==> config.mk <==
export PLATFORM = sky130hd
export DESIGN_NAME = execute_unit
export DESIGN_NICKNAME = d
export VERILOG_FILES = /design/src/cpu_pkg.sv /design/src/execute_unit.sv
export SDC_FILE = /design/constraint.sdc
export NUM_CORES = 1
export LEC_CHECK = 0
export ABC_AREA = 1
export BUFFER_PORTS_ARGS = -buffer_cell sky130_fd_sc_hd__clkbuf_2
export CAP_MARGIN = 20
export CELL_PAD_IN_SITES_DETAIL_PLACEMENT = 1
export CELL_PAD_IN_SITES_GLOBAL_PLACEMENT = 2
export CORE_MARGIN = 2
export CORE_UTILIZATION = 21
export DETAILED_ROUTE_END_ITERATION = 8
export GPL_TIMING_DRIVEN = 0
export PLACE_DENSITY = 0.89
export SLEW_MARGIN = 20
export SYNTH_ARGS = -nofsm -noshare
export SYNTH_HDL_FRONTEND = slang
export SYNTH_SLANG_ARGS = --single-unit
==> constraint.sdc <==
create_clock -name vclk -period 4.1
set_input_delay 0.615 -clock vclk [all_inputs]
set_output_delay 0.615 -clock vclk [all_outputs]
set_load 0.01 [all_outputs]
==> src/cpu_pkg.sv <==
`default_nettype none

package cpu_pkg;

    localparam int DATA_W  = 8;                  // Datapath width
    localparam int INSTR_W = 9;                  // Instruction word width

    // Register-format operations, bits [7:5] of the word
    typedef enum logic [2:0] {
        ADD    = 3'd0,
        SUB    = 3'd1,
        AND_OP = 3'd2,
        XOR_OP = 3'd3,
        LD     = 3'd4,                           // rb <= mem[ra]
        ST     = 3'd5,                           // mem[ra] <= rb
        BEQZ   = 3'd6,                           // Branch when r1 is zero
        HALT   = 3'd7
    } opcode_e;

    typedef struct packed {
        logic       fmt;                         // 0 for register format
        opcode_e    opcode;
        logic [1:0] ra;                          // Also high half of branch offset
        logic [1:0] rb;                          // Also low half of branch offset
        logic       spare;                       // Must be zero
    } rtype_t;

    typedef struct packed {
        logic              fmt;                  // 1 for load-immediate
        logic [DATA_W-1:0] imm;                  // Goes to r1
    } itype_t;

    // Same 9-bit word, two views selected by bit 8
    typedef union packed {
        rtype_t r;
        itype_t i;
    } instr_u;

    typedef struct packed {
        logic    reg_write;                      // Register write at end of cycle
        logic    dest_is_rb;                     // Destination rb instead of r1
        logic    use_imm;                        // Immediate in place of operands
        logic    mem_read;                       // Write-back from data memory
        logic    mem_write;
        logic    branch;
        logic    halt;
        opcode_e alu_op;
    } ctrl_t;

    localparam logic [1:0] R1_ADDR = 2'd1;       // Fixed ALU and immediate target

    // Register format with spare set, decoded as no operation at all
    localparam instr_u NOP_WORD = 9'b0_000_00_00_1;

endpackage

`default_nettype wire

==> src/execute_unit.sv <==
`timescale 1ns/1ns
`default_nettype none

module execute_unit import cpu_pkg::*; (
    input  ctrl_t             ctrl,
    input  logic [DATA_W-1:0] data_a,
    input  logic [DATA_W-1:0] data_b,
    input  logic [DATA_W-1:0] data_r1,
    input  logic [DATA_W-1:0] imm,               // Low byte of the word
    input  logic [DATA_W-1:0] mem_rdata,
    output logic [DATA_W-1:0] wb_value,
    output logic              zero,
    output logic [1:0]        waddr,             // Destination register
    output logic [DATA_W-1:0] ra_out             // Data memory address
);

    logic [DATA_W-1:0] op_a;
    logic [DATA_W-1:0] op_b;
    logic [DATA_W-1:0] alu_out;
    instr_u            word_view;                // Low byte read as register format

    // Operand a forced to zero for immediate and branch test
    assign op_a = (ctrl.use_imm || ctrl.branch) ? '0 : data_a;
    assign op_b = ctrl.use_imm ? imm : (ctrl.branch ? data_r1 : data_b);

    always_comb begin
        case (ctrl.alu_op)
            ADD:     alu_out = op_a + op_b;
            SUB:     alu_out = op_a - op_b;      // Wraps modulo 256
            AND_OP:  alu_out = op_a & op_b;
            XOR_OP:  alu_out = op_a ^ op_b;
            default: alu_out = op_a + op_b;
        endcase
    end

    assign zero     = (alu_out == '0);
    assign wb_value = ctrl.mem_read ? mem_rdata : alu_out;  // LD result or ALU

    // rb field lives inside the same low byte
    assign word_view = {1'b0, imm};
    assign waddr     = ctrl.dest_is_rb ? word_view.r.rb : R1_ADDR;
    assign ra_out    = data_a;                   // LD and ST address

endmodule

`default_nettype wire

# Word-level counts from Yosys, hierarchy flattened
# Index checks and enable logic that the tools add are counted.
[totals]
word_cells = 15
input_bits = 50
register_bits = 0
out_inout_bits = 19
[op_classes]
eq_ne = 3
n_addsub = 2
muxes = 6
n_bitwise = 2
reduce_logical = 2
[op_table]
columns = ["operator", "count"]
rows = [
  ["8-bit 2-to-1 mux", 4],
  ["8-bit one-hot mux with 3 select lines", 1],
  ["8-bit adder", 1],
  ["8-bit bitwise AND", 1],
  ["8-bit zero test", 1],
  ["8-bit subtractor", 1],
  ["8-bit XOR", 1],
  ["3-bit by 2-bit equality test with 1-bit output (second input constant)", 2],
  ["3-bit by 1-bit equality test with 1-bit output (second input constant)", 1],
  ["2-bit 2-to-1 mux", 1],
  ["1-bit logical OR", 1],
]

# Longest topological paths before layout
# Gate-level depths: netlist of the first run.
[depth]
word_depth = 5
ltp_mapped = 20

# Least setup slack after synthesis of the first run
# OpenSTA, ideal clock, no wires.
[synth_path]
path_kind = "input-to-output"
from = "in ctrl[4] in the netlist's numbering"
to = "out wb_value[5]"
t_required_ps = 3485
arrival_ps = 2737
slack_ps = 748
n_path_buf = 1
stages = 17
cell_sequence = "buf_6 > inv_4 > nand2_1 > nand3_1 > nand2_1 > ha_1 > a31oi_1 > xnor2_1 > inv_1 > ha_1 > a21oi_1 > o211ai_1 > xor2_1 > nand2_1 > nand2_1 > inv_1 > o21ai_0"
[synth_between]
elab_chain_cells = 5
[synth_lines]
columns = ["element", "line", "text"]
rows = [
  ["start: declaration", "execute_unit.sv:5", "input ctrl_t ctrl,"],
  ["8-bit 2-to-1 mux or 1-bit logical OR (tied branches)", "execute_unit.sv:24, execute_unit.sv:23", ""],
  ["8-bit 2-to-1 mux, on equally long branches", "execute_unit.sv:24, execute_unit.sv:23", ""],
  ["8-bit adder (tied with other cells)", "execute_unit.sv:28, execute_unit.sv:32", ""],
  ["8-bit one-hot mux with 3 select lines *", "execute_unit.sv:27", "case (ctrl.alu_op)"],
  ["8-bit 2-to-1 mux *", "execute_unit.sv:37", "assign wb_value = ctrl.mem_read ? mem_rdata : alu_out;"],
  ["end: declaration", "execute_unit.sv:11", "output logic [DATA_W-1:0] wb_value,"],
]
# Every way passes the cells marked *; elsewhere a longest branch is shown, timed or not.

# Worst setup path after layout of the first run
[layout_path]
from = "in ctrl[7] in the netlist's numbering"
to = "out zero"
[layout_between]
elab_chain_cells = 5
[layout_lines]
columns = ["element", "line", "text"]
rows = [
  ["1-bit logical OR", "execute_unit.sv:23", "assign op_a = (ctrl.use_imm || ctrl.branch) ? '0 : data_a;"],
  ["8-bit 2-to-1 mux", "execute_unit.sv:23", ""],
  ["8-bit adder (tied with other cells)", "execute_unit.sv:28, execute_unit.sv:32", ""],
  ["8-bit one-hot mux with 3 select lines *", "execute_unit.sv:27", ""],
  ["8-bit zero test *", "execute_unit.sv:36", "assign zero = (alu_out == '0);"],
  ["end: declaration", "execute_unit.sv:12", "output logic zero,"],
]
# Marks and branches as above.

==> results.txt, run 1 <==
status: completed
Worst Hold Path Cells: 3
Total Nets Final: 354
CTS Hold Bufs: 0
Worst EP required: 3.48 ns
Slew HR: 68.6%
Die H: 79.9 µm
DP HPWL: 3490 µm
Syn Inst Count: 220
Core Footprint: 5540 µm²
number of global-route vias before repair: 1583
CP Launch Type: input pin
share of the synthesized area in the top cell type: 18.6%
Leak: 1.03 nW
Post-synth top cells: nand2_1 (60), inv_1 (38), ha_1 (16), nand3_1 (16), nor2_1 (14)
clock network power share: 0%
largest area contributor in the netlist: nand2_1
via count: 1554
Hold Path Class: in -> out
mean post-synth cell area: 5.50 µm²
Ys Warns: 0
Fillers: 784
register share of total power: 0%
diodes inserted: 0
pwr dens: 140 nW/µm²
setup tns final: 0 ns
Starting Density: 21.8%
CLK BUF: 0
placed insts: 357
global-route wire length before repair: 6500 µm
P&R area growth vs syn: 34.8%
register area share after synthesis: 0%
sequential cells: 0
Final Instance Count excl. Fillers: 357
Min-Delay Endpoint: waddr[0]
row cnt: 27
antenna-violating nets left: 0
Combinational Power Share: 100.0%
CP endpoint kind: output pin
Least-Margin Pin Slew: 0.469 ns
layout cell share with drive strength beyond 1: 31.2%
Worst path top cell family by delay: simple AND/OR/NAND/NOR gates
Switch Pwr: 0.133 mW
grt ovf: 0
vias per cell: 4.35
Int Pwr: 0.0948 mW
Port Buffers: 65
die area: 6380 µm²
Area contributors post-synth: nand2_1 (19%), ha_1 (17%), inv_1 (12%), nand3_1 (6.6%), buf_4 (5.0%)
Distinct cells, synth: 30
maximum clock rate: 0.259 GHz
syn nets: 287
register area: 0 µm²
# IOs: 69
max incr delay on CP: 0.40 ns
initial antenna violation count: 0
RSZ-0062 raised after global routing: false
Final Max Tran Viols: 0
GPL Wtd Cong: 0.795
Max IR drop VDD: 0.0000393 V
Worst Path Arrival: 3.25 ns
drt pass-1 iters: 4
drt first-iter violations: 42
Sw Share: 58.4%
Mapped Area: 1210 µm²
Die W: 79.9 µm
WS Path Type: in -> out
Hold Path Origin: ctrl[8]
final setup vio count: 0
final WL: 3820 µm
most frequent cell after synthesis: nand2_1
Tmin final: 3.86 ns
CP max FO: 10
post-DR wirelength/cell: 10.7 µm
most frequent CP cell: nand2_1
number of remaining DRC errors: 0
pin count of the biggest net entering global routing: 11
GRT Util Overall: 12.0%
worst path cell trace: clkbuf_2, inv_2, buf_6, nand3_1, nand2_1, ha_1, a31oi_1, xnor2_1, inv_1, ha_2, nand2_1, a21oi_1, o21ai_0, nand3b_1, nand2_1, nor3_1, nand4_1, nor2_1, clkbuf_2
Critical-path top delay cell: ha_2
Buf/Inv on CP: 5
max-cap violation count: 0
fin crit share: 94.2%
Final Hold Fails: 0
[worst max path at each step]
stage / cells after the start / end / slack [ns] / startpoint
2_1_floorplan: 17 / wb_value[5] / 0.75 / ctrl[4]
3_3_place_gp: 20 / wb_value[7] / 0.34 / ctrl[7]
3_5_place_dp: 18 / zero / 0.29 / ctrl[7]
4_1_cts: 18 / zero / 0.29 / ctrl[7]
5_1_grt: 19 / zero / 0.02 / ctrl[7]
6_report: 19 / zero / 0.24 / ctrl[7]
[final cells by class]
class | instances | area [µm²] | area share, %
multi-input combinational | 169 | 977 | 59.9
buffer | 11 | 86.3 | 5.29
inverter | 40 | 153 | 9.36
tap | 72 | 90.1 | 5.52
timing repair buffer | 65 | 325 | 19.9
[tightest hold or removal path: stages]
cell,delay (ns)
clkbuf_2,0.09
nand2_1,0.05
clkbuf_2,0.12
[layout by cell type (no fill, tap or decap), drive strengths merged, types with 5 or more instances in the layout]
cell,netlist,final
o21ai,9,9
xor2,5,5
a21oi,9,9
buf,10,10
nand4,6,6
a22oi,5,5
inv,40,40
or2,7,7
nor2,14,14
ha,16,16
nand2,66,66
nand3,16,16
clkbuf,1,66
[power by group through the flow]
stage | combinational, mW | sequential (mW) | clock (mW)
final | 0.228 | 0 | 0
after CTS | 0.230 | 0 | 0
after global routing | 0.262 | 0 | 0
after global placement | 0.223 | 0 | 0
after floorplan | 0.153 | 0 | 0
after detailed placement | 0.229 | 0 | 0
[through the flow]
stage	total power [mW]	area (µm²)	hold WS, ns	util (%)	setup slack, ns
2_1_floorplan	0.153	1210	1.30	-	0.748
6_report	0.228	1630	1.50	29.4	0.238
4_1_cts	0.230	1630	1.50	29.3	0.286
5_1_grt	0.262	1630	1.51	29.4	0.0186
3_5_place_dp	0.229	1630	1.50	29.3	0.294
3_3_place_gp	0.223	1630	1.48	29.3	0.344
[layer usage]
layer  global-route usage [%]  wire length (µm)
met4                    0.508                14
met1                     14.9              1710
met5                        0                 0
met2                     23.8              2010
met3                    0.226                86
[timing repair]
item                       4_1_cts  5_1_grt
setup buffers                    0        0
setup endpoints to repair        0        1
resized for setup                0        2
[cell families (layout without fill, tap and decap cells)]
group | count (synthesis) | after routing | share of synthesized area, %
buffers and inverters | 51 | 116 | 19.8
AND/OR/NAND/NOR | 114 | 114 | 41.9
adder cells (fa/ha/maj) | 17 | 17 | 18.2
XOR/XNOR | 6 | 6 | 4.34
AO/OA/AOI/OAI | 32 | 32 | 15.8
(Power assumes the default switching activity.)
==> run 2, diff against run 1 <==
--- a/config.mk
+++ b/config.mk
@@ -17,3 +17,3 @@
 export PLACE_DENSITY = 0.89
-export SLEW_MARGIN = 20
+export SLEW_MARGIN = 25
 export SYNTH_ARGS = -nofsm -noshare
==> constraint.sdc (replaced) <==
create_clock -name vclk -period 4.1
set_input_delay 0.205 -clock vclk [all_inputs]
set_output_delay 0.205 -clock vclk [all_outputs]
set_load 0.01 [all_outputs]
==> results.txt, run 2 (synthesized netlist as in run 1, its figures left out) <==
Hold Path Class: in -> out
RSZ-0062 raised after global routing: false
layout cell share with drive strength beyond 1: 30.5%
row cnt: 27
Fillers: 782
Die W: 79.9 µm
register area: 0 µm²
drt pass-1 iters: 4
post-CTS sizing: 0
Least-Margin Pin Slew: 0.468 ns
grt ovf: 0
most common cell after layout, fill and taps aside: clkbuf_2
Worst Path Arrival: 2.79 ns
Leak: 1.03 nW
drt first-iter violations: 42
max-cap violation count: 0
setup repair bufs after CTS: 0
Worst EP required: 3.89 ns
Port Buffers: 65
status: completed
pin count of the biggest net entering global routing: 11
via count: 1559
Hold WS: 0.675 ns
vias per cell: 4.37
worst path cell trace: clkbuf_2, inv_2, buf_6, nand3_1, nand2_1, ha_1, a31oi_1, xnor2_1, inv_1, ha_1, a21oi_1, nand2_1, a21oi_1, nand3_1, nand3_1, nand2_1, nor2_1, clkbuf_2
post-DR wirelength/cell: 10.6 µm
Final Hold Fails: 0
pwr dens: 139 nW/µm²
number of global-route vias before repair: 1583
CP endpoint kind: output pin
design area: 1630 µm²
# IOs: 69
final WL: 3780 µm
most frequent cells in the layout: clkbuf_2 (65), nand2_1 (60), inv_1 (38)
fin crit share: 73.0%
antenna-violating nets left: 0
Die H: 79.9 µm
number of remaining DRC errors: 0
max incr delay on CP: 0.35 ns
area post-placement: 1630 µm²
Tmin final: 2.99 ns
CLK BUF: 0
Slew HR: 68.7%
CTS Hold Bufs: 0
sequential cells: 0
P&R area growth vs syn: 34.3%
WS Path Type: in -> out
diodes inserted: 0
initial antenna violation count: 0
Starting Density: 21.8%
Critical-path top delay cell: ha_1
final setup vio count: 0
CP Launch Type: input pin
die area: 6380 µm²
multi-input logic area: 971 µm²
Total Nets Final: 354
DP HPWL: 3490 µm
GPL Wtd Cong: 0.795
Core Footprint: 5540 µm²
maximum clock rate: 0.334 GHz
CP max FO: 10
Final Max Tran Viols: 0
GRT Util Overall: 12.0%
global-route wire length before repair: 6500 µm
Max IR drop VDD: 0.0000393 V
setup tns final: 0 ns
==> run 2: layer usage <==
layer  part of all wire, %  routed length [µm]  track usage [%]  vias up
li1                      -                   -                -      839
met1                    45                1700             14.9      694
met2                    52                1980             23.8       24
met3                   2.3                  86            0.226        2
met4                  0.37                  14            0.508        0
met5                     0                   0                0        -
==> run 2: stage by stage <==
stage / setup slack, ns / total power, mW / util, % / cells
finish: 1.11 / 0.225 / 29.3 / 357
global route: 0.819 / 0.260 / 29.3 / 357
CTS: 1.11 / 0.230 / 29.3 / 357
detailed placement: 1.11 / 0.229 / 29.3 / 357
global placement: 1.16 / 0.223 / 29.3 / 357
floorplan: 1.57 / 0.153 / - / 220
==> run 2: worst max-delay path: cells and delay by family <==
kind	cells	cell delay (ns)
buffers and inverters	5	0.53
adder cells (fa/ha/maj)	2	0.59
XOR/XNOR	1	0.14
AO/OA/AOI/OAI	3	0.59
AND/OR/NAND/NOR	7	0.72
==> run 2: layout make-up <==
class	instances	area share, %
Inverter	40	9.39
Tap cell	72	5.54
Buffer	11	5.31
Multi-Input combinational cell	169	59.7
Timing Repair Buffer	65	20.0
==> run 2: final timing paths <==
check | slack [ns] | depth (start not counted) | end | from
worst max-delay path | 1.11 | 18 | zero | ctrl[7]
worst min-delay path | 0.68 | 3 | waddr[0] | ctrl[8]
==> run 2: where the power goes <==
part / total [mW] / internal, mW / switching [mW]
sequential: 0 / 0 / 0
combinational: 0.225 / 0.0936 / 0.132
clock: 0 / 0 / 0
==> run 3, diff against run 2 <==
- CORE_UTILIZATION: 21 -> 19
- PLACE_DENSITY: 0.89 -> 0.85
- clock period: 4.1 -> 2.67 ns (I/O delays scaled with it)
==> results.txt, run 3 (synthesized netlist as in run 1, its figures left out) <==
Worst Hold Path Cells: 3
placed insts: 362
Final Instance Count excl. Fillers: 374
sequential cells: 0
pin count of the biggest net entering global routing: 11
most frequent cells in the layout: clkbuf_2 (59), nand2_1 (47), inv_1 (34)
layout cell share with drive strength beyond 1: 45.5%
Die H: 83.8 µm
max-cap violation count: 0
most common cell after layout, fill and taps aside: clkbuf_2
via count: 1665
Starting Density: 19.4%
Tmin final: 2.64 ns
Least-Margin Pin Slew: 0.502 ns
drt first-iter violations: 26
Final Hold Fails: 0
number of global-route vias before repair: 1766
GPL Wtd Cong: 0.804
drt pass-1 iters: 4
P&R area growth vs syn: 61.4%
Final Max Tran Viols: 0
Total Nets Final: 366
total power: 0.454 mW
# IOs: 69
CP endpoint kind: output pin
Die W: 83.8 µm
WS Path Type: in -> out
setup slack at placement: -0.210 ns
vias per cell: 4.45
worst path cell trace: buf_8, inv_6, buf_6, nand3_2, nand2_2, ha_4, nand3_4, o31ai_4, xor2_1, ha_1, a21oi_2, o31ai_1, a21oi_1, inv_1, nand2_1, nand3_2, nand2_2, nand2_1, nand2_1, buf_2
Setup WS post-layout: 0.0314 ns
die area: 7020 µm²
diodes inserted: 0
DP HPWL: 3640 µm
GRT Util Overall: 12.0%
fin crit share: 98.8%
Core Footprint: 6240 µm²
RSZ-0062 raised after global routing: true
CLK BUF: 0
CP max FO: 5
CP Launch Type: input pin
status: completed
number of remaining DRC errors: 0
Fillers: 846
Critical Path End: wb_value[7]
most frequent CP cell: nand2_1
final WL: 4480 µm
final setup vio count: 0
maximum clock rate: 0.379 GHz
Slew HR: 66.4%
Critical-path top delay cell: ha_1
global-route wire length before repair: 7300 µm
max incr delay on CP: 0.28 ns
Port Buffers: 65
grt ovf: 0
Hold Path Class: in -> out
initial antenna violation count: 0
Worst Path Arrival: 2.51 ns
antenna-violating nets left: 0
Hold WS: 0.535 ns
Final Util: 31.3%
Worst path top cell family by delay: compound AO/OA/AOI/OAI gates
row cnt: 29
Max IR drop VDD: 0.0000578 V
setup tns final: 0 ns
Leak: 1.13 nW
Worst EP required: 2.54 ns
pwr dens: 233 nW/µm²
post-DR wirelength/cell: 12.0 µm
CP Depth: 20
design area: 1950 µm²
register area: 0 µm²
area post-placement: 1630 µm²
CP startpoint: ctrl[7]
Buf/Inv on CP: 5
==> run 3: worst min-delay path: cells and delay by family <==
kind                   cells  cell delay (ns)
buffers and inverters      2             0.21
and+or+nand+nor            1             0.06
==> run 3: cell type report <==
cell class	instances	area [µm²]	area share (%)
Multi-Input combinational cell	169	1160	59.3
Timing Repair Buffer	77	442	22.6
Inverter	40	163	8.33
Tap cell	77	96.3	4.93
Buffer	11	95.1	4.87
==> run 3: layer usage <==
| metal | vias to the layer above | part of all wire, % | track usage (%) |
|---|---|---|---|
| li1 | 860 | - | - |
| met1 | 778 | 40 | 12.3 |
| met2 | 23 | 57 | 26.5 |
| met3 | 4 | 2.5 | 0.791 |
| met4 | 0 | 0.89 | 1.32 |
| met5 | - | 0 | 0 |
==> run 3: timing repair <==
| action | 4_1_cts | 5_1_grt |
|---|---|---|
| endpoints found under the setup margin | 5 | 6 |
| gates resized for setup | 10 | 53 |
| endpoints found under the hold margin | 0 | 0 |
| buffers inserted | 3 | 10 |
| pin swaps | 2 | 32 |
| hold buffers | 0 | 0 |
==> run 3: worst min-delay path by stage <==
| stage | slack, ns | start | end |
|---|---|---|---|
| 3_5_place_dp | 0.54 | ctrl[8] | waddr[0] |
| 3_3_place_gp | 0.51 | ctrl[8] | waddr[0] |
| 4_1_cts | 0.54 | ctrl[8] | waddr[0] |
| 6_report | 0.54 | ctrl[8] | waddr[0] |
| 5_1_grt | 0.56 | ctrl[8] | waddr[0] |
| 2_1_floorplan | 0.34 | ctrl[8] | waddr[0] |
==> run 3: power breakdown <==
part           internal, mW  leakage [nW]  switching, mW  total [mW]
registers                 0             0              0           0
logic                 0.200          1.13          0.255       0.454
clock network             0             0              0           0
total                 0.200          1.13          0.255       0.454
